## src/common/core_pkg.sv

```systemverilog
`default_nettype none

package core_pkg;

    // datapath sizes
    localparam int WORD_W     = 32;
    localparam int NUM_REGS   = 32;
    localparam int REG_ADDR_W = $clog2(NUM_REGS);
    localparam int COUNT_W    = 16;

    typedef logic [WORD_W-1:0]     word_t;
    typedef logic [WORD_W-1:0]     addr_t;
    typedef logic [REG_ADDR_W-1:0] reg_addr_t;
    typedef logic [COUNT_W-1:0]    count_t;
    typedef logic [2:0]            alu_op_t;
    typedef logic [1:0]            br_kind_t;

    // sequential fetch step
    localparam addr_t INST_BYTES = 32'd4;

    //////////////////////////////////////////////////////////////////////
    // RV32I encodings of the supported subset
    //////////////////////////////////////////////////////////////////////
    localparam logic [6:0] OPC_LUI    = 7'b0110111;
    localparam logic [6:0] OPC_JAL    = 7'b1101111;
    localparam logic [6:0] OPC_BRANCH = 7'b1100011;
    localparam logic [6:0] OPC_OP_IMM = 7'b0010011;
    localparam logic [6:0] OPC_OP     = 7'b0110011;

    localparam logic [2:0] F3_ADD_SUB = 3'b000;
    localparam logic [2:0] F3_XOR     = 3'b100;
    localparam logic [2:0] F3_OR      = 3'b110;
    localparam logic [2:0] F3_AND     = 3'b111;
    localparam logic [2:0] F3_BEQ     = 3'b000;
    localparam logic [2:0] F3_BNE     = 3'b001;

    localparam logic [6:0] F7_BASE    = 7'b0000000;
    localparam logic [6:0] F7_SUB     = 7'b0100000;

    // alu selector
    localparam alu_op_t ALU_ADD    = 3'd0;
    localparam alu_op_t ALU_SUB    = 3'd1;
    localparam alu_op_t ALU_AND    = 3'd2;
    localparam alu_op_t ALU_OR     = 3'd3;
    localparam alu_op_t ALU_XOR    = 3'd4;
    localparam alu_op_t ALU_PASS_B = 3'd5;

    // control transfer kind
    localparam br_kind_t BR_NONE = 2'd0;
    localparam br_kind_t BR_EQ   = 2'd1;
    localparam br_kind_t BR_NE   = 2'd2;
    localparam br_kind_t BR_JAL  = 2'd3;

    typedef enum logic [1:0] {
        RUN,
        REDIRECT,
        SEEK
    } redirect_state_e;

endpackage

`default_nettype wire

```

## src/rtl/branch_counters.sv

```systemverilog
`default_nettype none
`timescale 1ns/1ps

module branch_counters (
    input  wire              clk,
    input  wire              arst_n_i,
    input  logic             retire_i,
    input  logic             branch_i,
    input  logic             redirect_i,
    output core_pkg::count_t retired_count_o,
    output core_pkg::count_t branch_count_o,
    output core_pkg::count_t redirect_count_o
);

    logic [2:0]       strobe;
    core_pkg::count_t count_q [3];

    assign strobe = {redirect_i, branch_i, retire_i};

    // free running, wraps at full scale
    always_ff @(posedge clk or negedge arst_n_i) begin
        if (!arst_n_i) begin
            for (int i = 0; i < 3; i++) begin
                count_q[i] <= '0;
            end
        end else begin
            for (int i = 0; i < 3; i++) begin
                if (strobe[i]) begin
                    count_q[i] <= count_q[i] + 1'b1;
                end
            end
        end
    end

    assign retired_count_o  = count_q[0];
    assign branch_count_o   = count_q[1];
    assign redirect_count_o = count_q[2];

    // a control transfer is always a retiring instruction too
    a_branch_retires: assert property (
        @(posedge clk) disable iff (!arst_n_i)
        branch_i |-> retire_i
    );

endmodule

`default_nettype wire

```

## src/rtl/exec_unit.sv

```systemverilog
`default_nettype none
`timescale 1ns/1ps

module exec_unit (
    input  core_pkg::addr_t    pc_i,
    input  core_pkg::word_t    op_a_i,
    input  core_pkg::word_t    op_b_i,
    input  core_pkg::word_t    imm_i,
    input  logic               use_imm_i,
    input  core_pkg::alu_op_t  alu_op_i,
    input  core_pkg::br_kind_t br_kind_i,
    output core_pkg::word_t    result_o,
    output logic               taken_o,
    output core_pkg::addr_t    target_o
);

    core_pkg::word_t operand_b;
    core_pkg::word_t alu_out;

    assign operand_b = use_imm_i ? imm_i : op_b_i;

    //////////////////////////////////////////////////////////////////////
    // alu
    //////////////////////////////////////////////////////////////////////
    always_comb begin
        case (alu_op_i)
            core_pkg::ALU_ADD:    alu_out = op_a_i + operand_b;
            core_pkg::ALU_SUB:    alu_out = op_a_i - operand_b;
            core_pkg::ALU_AND:    alu_out = op_a_i & operand_b;
            core_pkg::ALU_OR:     alu_out = op_a_i | operand_b;
            core_pkg::ALU_XOR:    alu_out = op_a_i ^ operand_b;
            core_pkg::ALU_PASS_B: alu_out = operand_b;
            default:              alu_out = '0;
        endcase
    end

    //////////////////////////////////////////////////////////////////////
    // branch resolution
    //////////////////////////////////////////////////////////////////////
    // branches always compare the two registers
    always_comb begin
        case (br_kind_i)
            core_pkg::BR_EQ:  taken_o = (op_a_i == op_b_i);
            core_pkg::BR_NE:  taken_o = (op_a_i != op_b_i);
            core_pkg::BR_JAL: taken_o = 1'b1;
            default:          taken_o = 1'b0;
        endcase
    end

    // jal links the return address
    assign result_o = (br_kind_i == core_pkg::BR_JAL) ? pc_i + core_pkg::INST_BYTES : alu_out;

    assign target_o = pc_i + imm_i;

endmodule

`default_nettype wire

```

## src/rtl/inst_decoder.sv

```systemverilog
`default_nettype none
`timescale 1ns/1ps

module inst_decoder (
    input  core_pkg::word_t     inst_i,
    output core_pkg::reg_addr_t rs1_o,
    output core_pkg::reg_addr_t rs2_o,
    output core_pkg::reg_addr_t rd_o,
    output logic                rf_wen_o,
    output core_pkg::alu_op_t   alu_op_o,
    output logic                use_imm_o,
    output core_pkg::br_kind_t  br_kind_o,
    output core_pkg::word_t     imm_o
);

    logic [6:0]      opcode;
    logic [2:0]      funct3;
    logic [6:0]      funct7;
    logic            writes_rd;
    core_pkg::word_t imm_i_type;
    core_pkg::word_t imm_b_type;
    core_pkg::word_t imm_j_type;
    core_pkg::word_t imm_u_type;

    assign opcode = inst_i[6:0];
    assign funct3 = inst_i[14:12];
    assign funct7 = inst_i[31:25];

    assign rs1_o = inst_i[19:15];
    assign rs2_o = inst_i[24:20];
    assign rd_o  = inst_i[11:7];

    // immediate formats
    assign imm_i_type = {{20{inst_i[31]}}, inst_i[31:20]};
    assign imm_b_type = {{19{inst_i[31]}}, inst_i[31], inst_i[7], inst_i[30:25],
                         inst_i[11:8], 1'b0};
    assign imm_j_type = {{11{inst_i[31]}}, inst_i[31], inst_i[19:12], inst_i[20],
                         inst_i[30:21], 1'b0};
    assign imm_u_type = {inst_i[31:12], 12'b0};

    always_comb begin
        writes_rd = 1'b0;
        alu_op_o  = core_pkg::ALU_ADD;
        use_imm_o = 1'b0;
        br_kind_o = core_pkg::BR_NONE;
        imm_o     = imm_i_type;
        case (opcode)
            core_pkg::OPC_LUI: begin
                writes_rd = 1'b1;
                alu_op_o  = core_pkg::ALU_PASS_B;
                use_imm_o = 1'b1;
                imm_o     = imm_u_type;
            end
            core_pkg::OPC_JAL: begin
                writes_rd = 1'b1;
                br_kind_o = core_pkg::BR_JAL;
                imm_o     = imm_j_type;
            end
            core_pkg::OPC_BRANCH: begin
                imm_o = imm_b_type;
                if (funct3 == core_pkg::F3_BEQ) begin
                    br_kind_o = core_pkg::BR_EQ;
                end else if (funct3 == core_pkg::F3_BNE) begin
                    br_kind_o = core_pkg::BR_NE;
                end
            end
            core_pkg::OPC_OP_IMM: begin
                // only addi
                writes_rd = (funct3 == core_pkg::F3_ADD_SUB);
                use_imm_o = 1'b1;
            end
            core_pkg::OPC_OP: begin
                if (funct7 == core_pkg::F7_BASE) begin
                    writes_rd = 1'b1;
                    case (funct3)
                        core_pkg::F3_ADD_SUB: alu_op_o = core_pkg::ALU_ADD;
                        core_pkg::F3_XOR:     alu_op_o = core_pkg::ALU_XOR;
                        core_pkg::F3_OR:      alu_op_o = core_pkg::ALU_OR;
                        core_pkg::F3_AND:     alu_op_o = core_pkg::ALU_AND;
                        default:              writes_rd = 1'b0;
                    endcase
                end else if (funct7 == core_pkg::F7_SUB && funct3 == core_pkg::F3_ADD_SUB) begin
                    writes_rd = 1'b1;
                    alu_op_o  = core_pkg::ALU_SUB;
                end
            end
            default: begin
            end
        endcase
    end

    // x0 is never written
    assign rf_wen_o = writes_rd && (rd_o != '0);

endmodule

`default_nettype wire

```

## src/rtl/pipe_core.sv

```systemverilog
`default_nettype none
`timescale 1ns/1ps

module pipe_core (
    input  wire                 clk,
    input  wire                 arst_n_i,
    input  logic                inst_valid_i,
    input  core_pkg::addr_t     inst_pc_i,
    input  core_pkg::word_t     inst_i,
    output logic                inst_ready_o,
    output logic                redirect_valid_o,
    output core_pkg::addr_t     redirect_pc_o,
    output logic                wb_valid_o,
    output core_pkg::reg_addr_t wb_addr_o,
    output core_pkg::word_t     wb_data_o,
    output core_pkg::count_t    retired_count_o,
    output core_pkg::count_t    branch_count_o,
    output core_pkg::count_t    redirect_count_o
);

    logic                inst_fire;
    logic                squash;
    logic                accept_ok;
    logic                resolve_taken;

    // decode stage
    logic                d_valid;
    core_pkg::addr_t     d_pc;
    core_pkg::word_t     d_inst;
    core_pkg::reg_addr_t d_rs1;
    core_pkg::reg_addr_t d_rs2;
    core_pkg::reg_addr_t d_rd;
    logic                d_wen;
    core_pkg::alu_op_t   d_alu_op;
    logic                d_use_imm;
    core_pkg::br_kind_t  d_br_kind;
    core_pkg::word_t     d_imm;
    core_pkg::word_t     rf_rdata1;
    core_pkg::word_t     rf_rdata2;
    core_pkg::word_t     fwd_a;
    core_pkg::word_t     fwd_b;

    // execute stage
    logic                e_valid;
    core_pkg::addr_t     e_pc;
    core_pkg::reg_addr_t e_rd;
    logic                e_wen;
    core_pkg::alu_op_t   e_alu_op;
    logic                e_use_imm;
    core_pkg::br_kind_t  e_br_kind;
    core_pkg::word_t     e_imm;
    core_pkg::word_t     e_op_a;
    core_pkg::word_t     e_op_b;
    core_pkg::word_t     ex_result;
    logic                ex_taken;
    core_pkg::addr_t     ex_target;

    // writeback stage
    logic                w_valid;
    core_pkg::reg_addr_t w_addr;
    core_pkg::word_t     w_data;

    assign inst_fire     = inst_valid_i && inst_ready_o;
    assign resolve_taken = e_valid && ex_taken;

    //////////////////////////////////////////////////////////////////////
    // pipeline registers
    //////////////////////////////////////////////////////////////////////
    always_ff @(posedge clk or negedge arst_n_i) begin
        if (!arst_n_i) begin
            d_valid <= 1'b0;
            e_valid <= 1'b0;
            w_valid <= 1'b0;
        end else begin
            // wrong path behind a taken transfer is dropped
            d_valid <= !squash && inst_fire && accept_ok;
            e_valid <= !squash && d_valid;
            w_valid <= e_valid && e_wen;
        end
    end

    always_ff @(posedge clk) begin
        if (inst_fire) begin
            d_pc   <= inst_pc_i;
            d_inst <= inst_i;
        end
        e_pc      <= d_pc;
        e_rd      <= d_rd;
        e_wen     <= d_wen;
        e_alu_op  <= d_alu_op;
        e_use_imm <= d_use_imm;
        e_br_kind <= d_br_kind;
        e_imm     <= d_imm;
        e_op_a    <= fwd_a;
        e_op_b    <= fwd_b;
        w_addr    <= e_rd;
        w_data    <= ex_result;
    end

    // forwarding, youngest producer wins
    assign fwd_a = (e_valid && e_wen && e_rd == d_rs1) ? ex_result :
                   (w_valid && w_addr == d_rs1)        ? w_data    : rf_rdata1;
    assign fwd_b = (e_valid && e_wen && e_rd == d_rs2) ? ex_result :
                   (w_valid && w_addr == d_rs2)        ? w_data    : rf_rdata2;

    assign wb_valid_o = w_valid;
    assign wb_addr_o  = w_addr;
    assign wb_data_o  = w_data;

    //////////////////////////////////////////////////////////////////////
    // submodules
    //////////////////////////////////////////////////////////////////////
    inst_decoder i_decoder (
        .inst_i    (d_inst),
        .rs1_o     (d_rs1),
        .rs2_o     (d_rs2),
        .rd_o      (d_rd),
        .rf_wen_o  (d_wen),
        .alu_op_o  (d_alu_op),
        .use_imm_o (d_use_imm),
        .br_kind_o (d_br_kind),
        .imm_o     (d_imm)
    );

    reg_file i_reg_file (
        .clk      (clk),
        .arst_n_i (arst_n_i),
        .rs1_i    (d_rs1),
        .rs2_i    (d_rs2),
        .wen_i    (w_valid),
        .waddr_i  (w_addr),
        .wdata_i  (w_data),
        .rdata1_o (rf_rdata1),
        .rdata2_o (rf_rdata2)
    );

    exec_unit i_exec (
        .pc_i      (e_pc),
        .op_a_i    (e_op_a),
        .op_b_i    (e_op_b),
        .imm_i     (e_imm),
        .use_imm_i (e_use_imm),
        .alu_op_i  (e_alu_op),
        .br_kind_i (e_br_kind),
        .result_o  (ex_result),
        .taken_o   (ex_taken),
        .target_o  (ex_target)
    );

    redirect_fsm i_redirect (
        .clk              (clk),
        .arst_n_i         (arst_n_i),
        .resolve_taken_i  (resolve_taken),
        .target_i         (ex_target),
        .accept_i         (inst_fire),
        .accept_pc_i      (inst_pc_i),
        .squash_o         (squash),
        .accept_ok_o      (accept_ok),
        .inst_ready_o     (inst_ready_o),
        .redirect_valid_o (redirect_valid_o),
        .redirect_pc_o    (redirect_pc_o)
    );

    branch_counters i_counters (
        .clk              (clk),
        .arst_n_i         (arst_n_i),
        .retire_i         (e_valid),
        .branch_i         (e_valid && e_br_kind != core_pkg::BR_NONE),
        .redirect_i       (resolve_taken),
        .retired_count_o  (retired_count_o),
        .branch_count_o   (branch_count_o),
        .redirect_count_o (redirect_count_o)
    );

endmodule

`default_nettype wire

```

## src/rtl/redirect_fsm.sv

```systemverilog
`default_nettype none
`timescale 1ns/1ps

module redirect_fsm (
    input  wire              clk,
    input  wire              arst_n_i,
    input  logic             resolve_taken_i,
    input  core_pkg::addr_t  target_i,
    input  logic             accept_i,
    input  core_pkg::addr_t  accept_pc_i,
    output logic             squash_o,
    output logic             accept_ok_o,
    output logic             inst_ready_o,
    output logic             redirect_valid_o,
    output core_pkg::addr_t  redirect_pc_o
);

    core_pkg::redirect_state_e state_q;
    core_pkg::redirect_state_e state_d;
    core_pkg::addr_t           target_q;
    logic                      seek_hit;

    // first accepted instruction on the new path
    assign seek_hit = accept_i && (accept_pc_i == target_q);

    always_comb begin
        state_d = state_q;
        case (state_q)
            core_pkg::RUN:      if (resolve_taken_i) state_d = core_pkg::REDIRECT;
            core_pkg::REDIRECT: state_d = core_pkg::SEEK;
            core_pkg::SEEK:     if (seek_hit) state_d = core_pkg::RUN;
            default:            state_d = core_pkg::RUN;
        endcase
    end

    always_ff @(posedge clk or negedge arst_n_i) begin
        if (!arst_n_i) begin
            state_q <= core_pkg::RUN;
        end else begin
            state_q <= state_d;
        end
    end

    always_ff @(posedge clk) begin
        if (squash_o) begin
            target_q <= target_i;
        end
    end

    assign squash_o         = (state_q == core_pkg::RUN) && resolve_taken_i;
    assign accept_ok_o      = (state_q == core_pkg::RUN) ||
                              ((state_q == core_pkg::SEEK) && seek_hit);
    assign inst_ready_o     = (state_q != core_pkg::REDIRECT);
    assign redirect_valid_o = (state_q == core_pkg::REDIRECT);
    assign redirect_pc_o    = target_q;

    // pipeline is empty until the target arrives, so no second taken transfer
    a_taken_only_in_run: assert property (
        @(posedge clk) disable iff (!arst_n_i)
        resolve_taken_i |-> (state_q == core_pkg::RUN)
    );

endmodule

`default_nettype wire

```

## src/rtl/reg_file.sv

```systemverilog
`default_nettype none
`timescale 1ns/1ps

module reg_file (
    input  wire                 clk,
    input  wire                 arst_n_i,
    input  core_pkg::reg_addr_t rs1_i,
    input  core_pkg::reg_addr_t rs2_i,
    input  logic                wen_i,
    input  core_pkg::reg_addr_t waddr_i,
    input  core_pkg::word_t     wdata_i,
    output core_pkg::word_t     rdata1_o,
    output core_pkg::word_t     rdata2_o
);

    // x0 has no storage
    core_pkg::word_t regs [1:core_pkg::NUM_REGS-1];

    always_ff @(posedge clk or negedge arst_n_i) begin
        if (!arst_n_i) begin
            for (int i = 1; i < core_pkg::NUM_REGS; i++) begin
                regs[i] <= '0;
            end
        end else if (wen_i && waddr_i != '0) begin
            regs[waddr_i] <= wdata_i;
        end
    end

    assign rdata1_o = (rs1_i == '0) ? '0 : regs[rs1_i];
    assign rdata2_o = (rs2_i == '0) ? '0 : regs[rs2_i];

    // decoder must have dropped any x0 destination long before writeback
    a_no_x0_write: assert property (
        @(posedge clk) disable iff (!arst_n_i)
        wen_i |-> (waddr_i != '0)
    );

endmodule

`default_nettype wire

```

## config.mk

```make
export PLATFORM = sky130hd
export DESIGN_NAME = pipe_core
export DESIGN_NICKNAME = d
export VERILOG_FILES = /design/src/common/core_pkg.sv /design/src/rtl/branch_counters.sv /design/src/rtl/exec_unit.sv /design/src/rtl/inst_decoder.sv /design/src/rtl/pipe_core.sv /design/src/rtl/redirect_fsm.sv /design/src/rtl/reg_file.sv
export SDC_FILE = /design/constraint.sdc
export NUM_CORES = 2
export LEC_CHECK = 0
export BUFFER_PORTS_ARGS = -buffer_cell sky130_fd_sc_hd__clkbuf_2
export CAP_MARGIN = 15
export CORE_UTILIZATION = 55
export DETAILED_ROUTE_END_ITERATION = 7
export GPL_TIMING_DRIVEN = 0
export PLACE_DENSITY = 0.72
export REMOVE_ABC_BUFFERS = 1
export SETUP_SLACK_MARGIN = 0.15
export SKIP_CTS_REPAIR_TIMING = 1
export SLEW_MARGIN = 40
export SYNTH_ARGS = -nofsm -noshare
export SYNTH_HDL_FRONTEND = slang
export SYNTH_SLANG_ARGS = --single-unit
```

## constraint.sdc

```tcl
create_clock -name clk -period 16 [get_ports clk]
set_clock_uncertainty 0.15 [all_clocks]
set_input_delay 3.2 -clock clk [delete_from_list [all_inputs] [get_ports clk]]
set_output_delay 3.2 -clock clk [all_outputs]
set_load 0.02 [all_outputs]
```

==> key figures <==
Synth
  – Top-count cell post-synth: mux2_2
  – Post-synthesis area per instance: 13.9 µm²
  – Post-synthesis async set-or-reset flop share: 0.793
  – Yosys warns: 0
  – Synth top area share: 0.366
  – Synth unique cells: 70
  – Ys flop type: dfrtp_1
  – Number of synthesized flops with an enable pin: 96
  – Synth top cells by count: 1099 x mux2_2, 1045 x dfrtp_1, 576 x mux4_2
  – Mapped Cells: 5132
  – Area leader, netlist: dfrtp_1
  – Sequential-to-total area share from yosys stat: 0.456
  – Top area cells in the synthesized netlist: dfrtp_1 37%, mux4_2 18%, mux2_2 17%
  – Synthesized area: 71500 µm²
  – #FFs+latches synth: 1318

Power
  – Clock group share of total power: 0.439
  – Logic pwr share: 0.090
  – Pwr Density: 93.8 nW/µm²
  – Psw: 0.00207 W
  – Maximum VDD drop: 0.103 mV
  – Power Internal: 0.00567 W
  – Sw Share: 0.268
  – Sequential Power Share: 0.471
  – Leakage: 37.9 nW

STA
  – Max Freq: 0.164 GHz
  – Setup_tns: 0 ns
  – Worst Tran Pin Value: 0.913 ns
  – Post-route clock period utilization: 0.380
  – Final setup viols: 0
  – Final-report max-slew violation count: 0
  – Fin. Hold Viols: 0
  – RSZ-0062 raised after global routing: false
  – Min Clock Period, post-route: 6.09 ns
  – Worst slew margin: 0.391
  – Hold Slack: 0.186 ns

Detailed routing
  – Via count: 48112
  – Wirelength per Cell: 30.3 µm
  – First-pass iteration count of the detailed router: 6
  – Drc violations: 0
  – Initial DRC count: 4857
  – Met3 Wirelength: 16.7 mm
  – WL met2: 102 mm
  – ANT nets after route: 0
  – Vias per cell: 6.69
  – WL met1: 87.0 mm
  – Uppermost routed layer: met5
  – Overall routed net length: 218 mm

Critical path
  – Critical path fanouts, max: 27
  – Crit path launch type: flip-flop
  – Critical path class: flip-flop to flip-flop
  – CP arrival: 6.60 ns
  – Crit end category: flip-flop
  – CP required: 16.51 ns

Clock network
  – Clk Latency, worst-skew pair: 0.79 ns
  – H-tree depth: 4
  – Max clock buf depth: 3
  – CTS tree: yes
  – Root buffer selected by CTS: clkbuf_16
  – Clock sink total: 1318
  – CTS clk-pin slew, worst paths: 0.06 ns
  – Cts bufs inserted: 141

Placed design
  – DP HPWL: 157 mm
  – PortBufs: 186
  – GP Congestion: 0.971
  – Dpl cell area: 77800 µm²

Global route
  – Gr usage total: 0.336
  – Initial antenna violation count: 1
  – First-pass GRT wire length: 326 mm
  – GRT overflow: 0
  – Maximum number of pins on one net before global-route repair: 71
  – Vias in the first global route: 49253

Final layout
  – Final Cell Area: 82600 µm²
  – P&R area growth vs syn: 15.6%
  – Share of layout cells above drive strength 1: 0.464
  – Layout net count: 5545

Run
  – Max-cap viol count: 0

Worst hold path
  – Worst Hold Class: flip-flop to flip-flop

Die
  – Core Area: 128000 µm²
  – Die Wd: 362 µm
  – Row Count: 131
  – Die ar.: 131000 µm²
  – I/O Pins: 187
  – Die height: 362 µm
  – Initial Util: 0.557

Status
  – Status: complete, no violations
==> power groups by stage <==
| stage | Combinational, W | Sequential, W | Clock (W) |
|---|---|---|---|
| CTS | 0.000695 | 0.00364 | 0.00343 |
| detailed placement | 0.000691 | 0.00370 | 0 |
| floorplan | 0.000332 | 0.00368 | 0 |
| global placement | 0.000562 | 0.00381 | 0 |
| finish | 0.000698 | 0.00365 | 0.00340 |
| global route | 0.000744 | 0.00366 | 0.00355 |
==> worst paths after layout <==
path                       cells past startpoint  slack, ns       from                   end
max                                           19       9.91  e_use_imm            e_op_b[31]
min                                            0       0.19   d_pc[12]              e_pc[12]
max reg2reg                                   19       9.91  e_use_imm            e_op_b[31]
min reg2reg                                    0       0.19   d_pc[12]              e_pc[12]
max in group asynchronous                      6      11.18   arst_n_i  i_reg_file.regs[318]
min in group asynchronous                      1       2.25   arst_n_i  i_reg_file.regs[232]
==> stage by stage <==
stage / setup WS (ns) / cells / utilization / total power (W)
global route: 9.51 / 7186 / 0.644 / 0.00796
CTS: 10.04 / 7186 / 0.644 / 0.00776
finish: 9.91 / 7187 / 0.644 / 0.00774
detailed placement: 10.06 / 6930 / 0.607 / 0.00439
floorplan: 3.22 / 4682 / - / 0.00401
global placement: -14.14 / 6597 / 0.567 / 0.00438
==> kinds of logic after synthesis <==
family,count (synthesis),share of synthesized area
flip-flops,1318,0.456
AO/OA/AOI/OAI,612,0.0567
multiplexers,1760,0.367
adder cells (fa/ha/maj),134,0.0237
buffers and inverters,581,0.0338
AND/OR/NAND/NOR,489,0.0340
XOR/XNOR,238,0.0292
==> metal layers <==
layer,vias to the layer above,GRT usage
li1,19961,-
met4,2,0.170
met2,2258,0.525
met5,-,0
met3,585,0.0574
met1,25306,0.456
==> sequential cells by signal (all words and copies together), names as in the netlist, 2 cells and up <==
name	cells
e_imm	32
wb_addr_o	5
e_op_a	32
e_br_kind	2
i_redirect.state_q	2
i_counters.redirect_count_o	16
d_pc	32
e_op_b	32
i_redirect.redirect_pc_o	32
wb_data_o	32
e_rd	5
i_counters.retired_count_o	16
e_pc	32
e_alu_op	3
i_counters.branch_count_o	16
d_inst	32
i_reg_file.regs	992
==> placed cells by master, fill, tap and decap left out, types with 48 or more instances in the layout <==
master and count:
a221oi_1 48, nor2_1 95, o21ai_0 86, dfxtp_1 142, inv_1 131, a21oi_1 225, xnor2_1 151, xor2_1 87
mux4_2 576, edfxtp_1 96, mux2_2 1099, buf_6 172, nand2_1 117, dfrtp_1 1045, mux2i_1 84, buf_8 67
ha_1 132, clkbuf_16 144, a21o_1 53, clkbuf_2 185
==> worst max-delay path: stages (launching register included) <==
cell       delay [ns]
dfxtp_4          0.62
mux2i_1          0.50
ha_1             0.28
o21ai_0          0.12
or2_1            0.26
o21bai_1         0.29
nor4_1           0.39
nand2_1          0.22
o21ai_0          0.27
xnor2_1          0.19
ha_1             0.35
a21oi_1          0.29
o21ai_0          0.22
nor2_1           0.18
nor4_1           0.08
o211a_1          0.21
a221oi_1         0.55
a2111oi_0        0.22
nor3b_1          0.42
a21oi_1          0.13
==> final cells by class <==
class	instances	area, µm²
clock buffers	202	4120
flip-flops and latches	1318	32600
diodes	1	2.50
inverters	131	492
repair buffers	519	5700
well taps	1729	2160
multi-input cells	3233	36800
fillers	9088	45600
clock inverters	54	681
No activity file was read; power rests on OpenSTA's default activity.
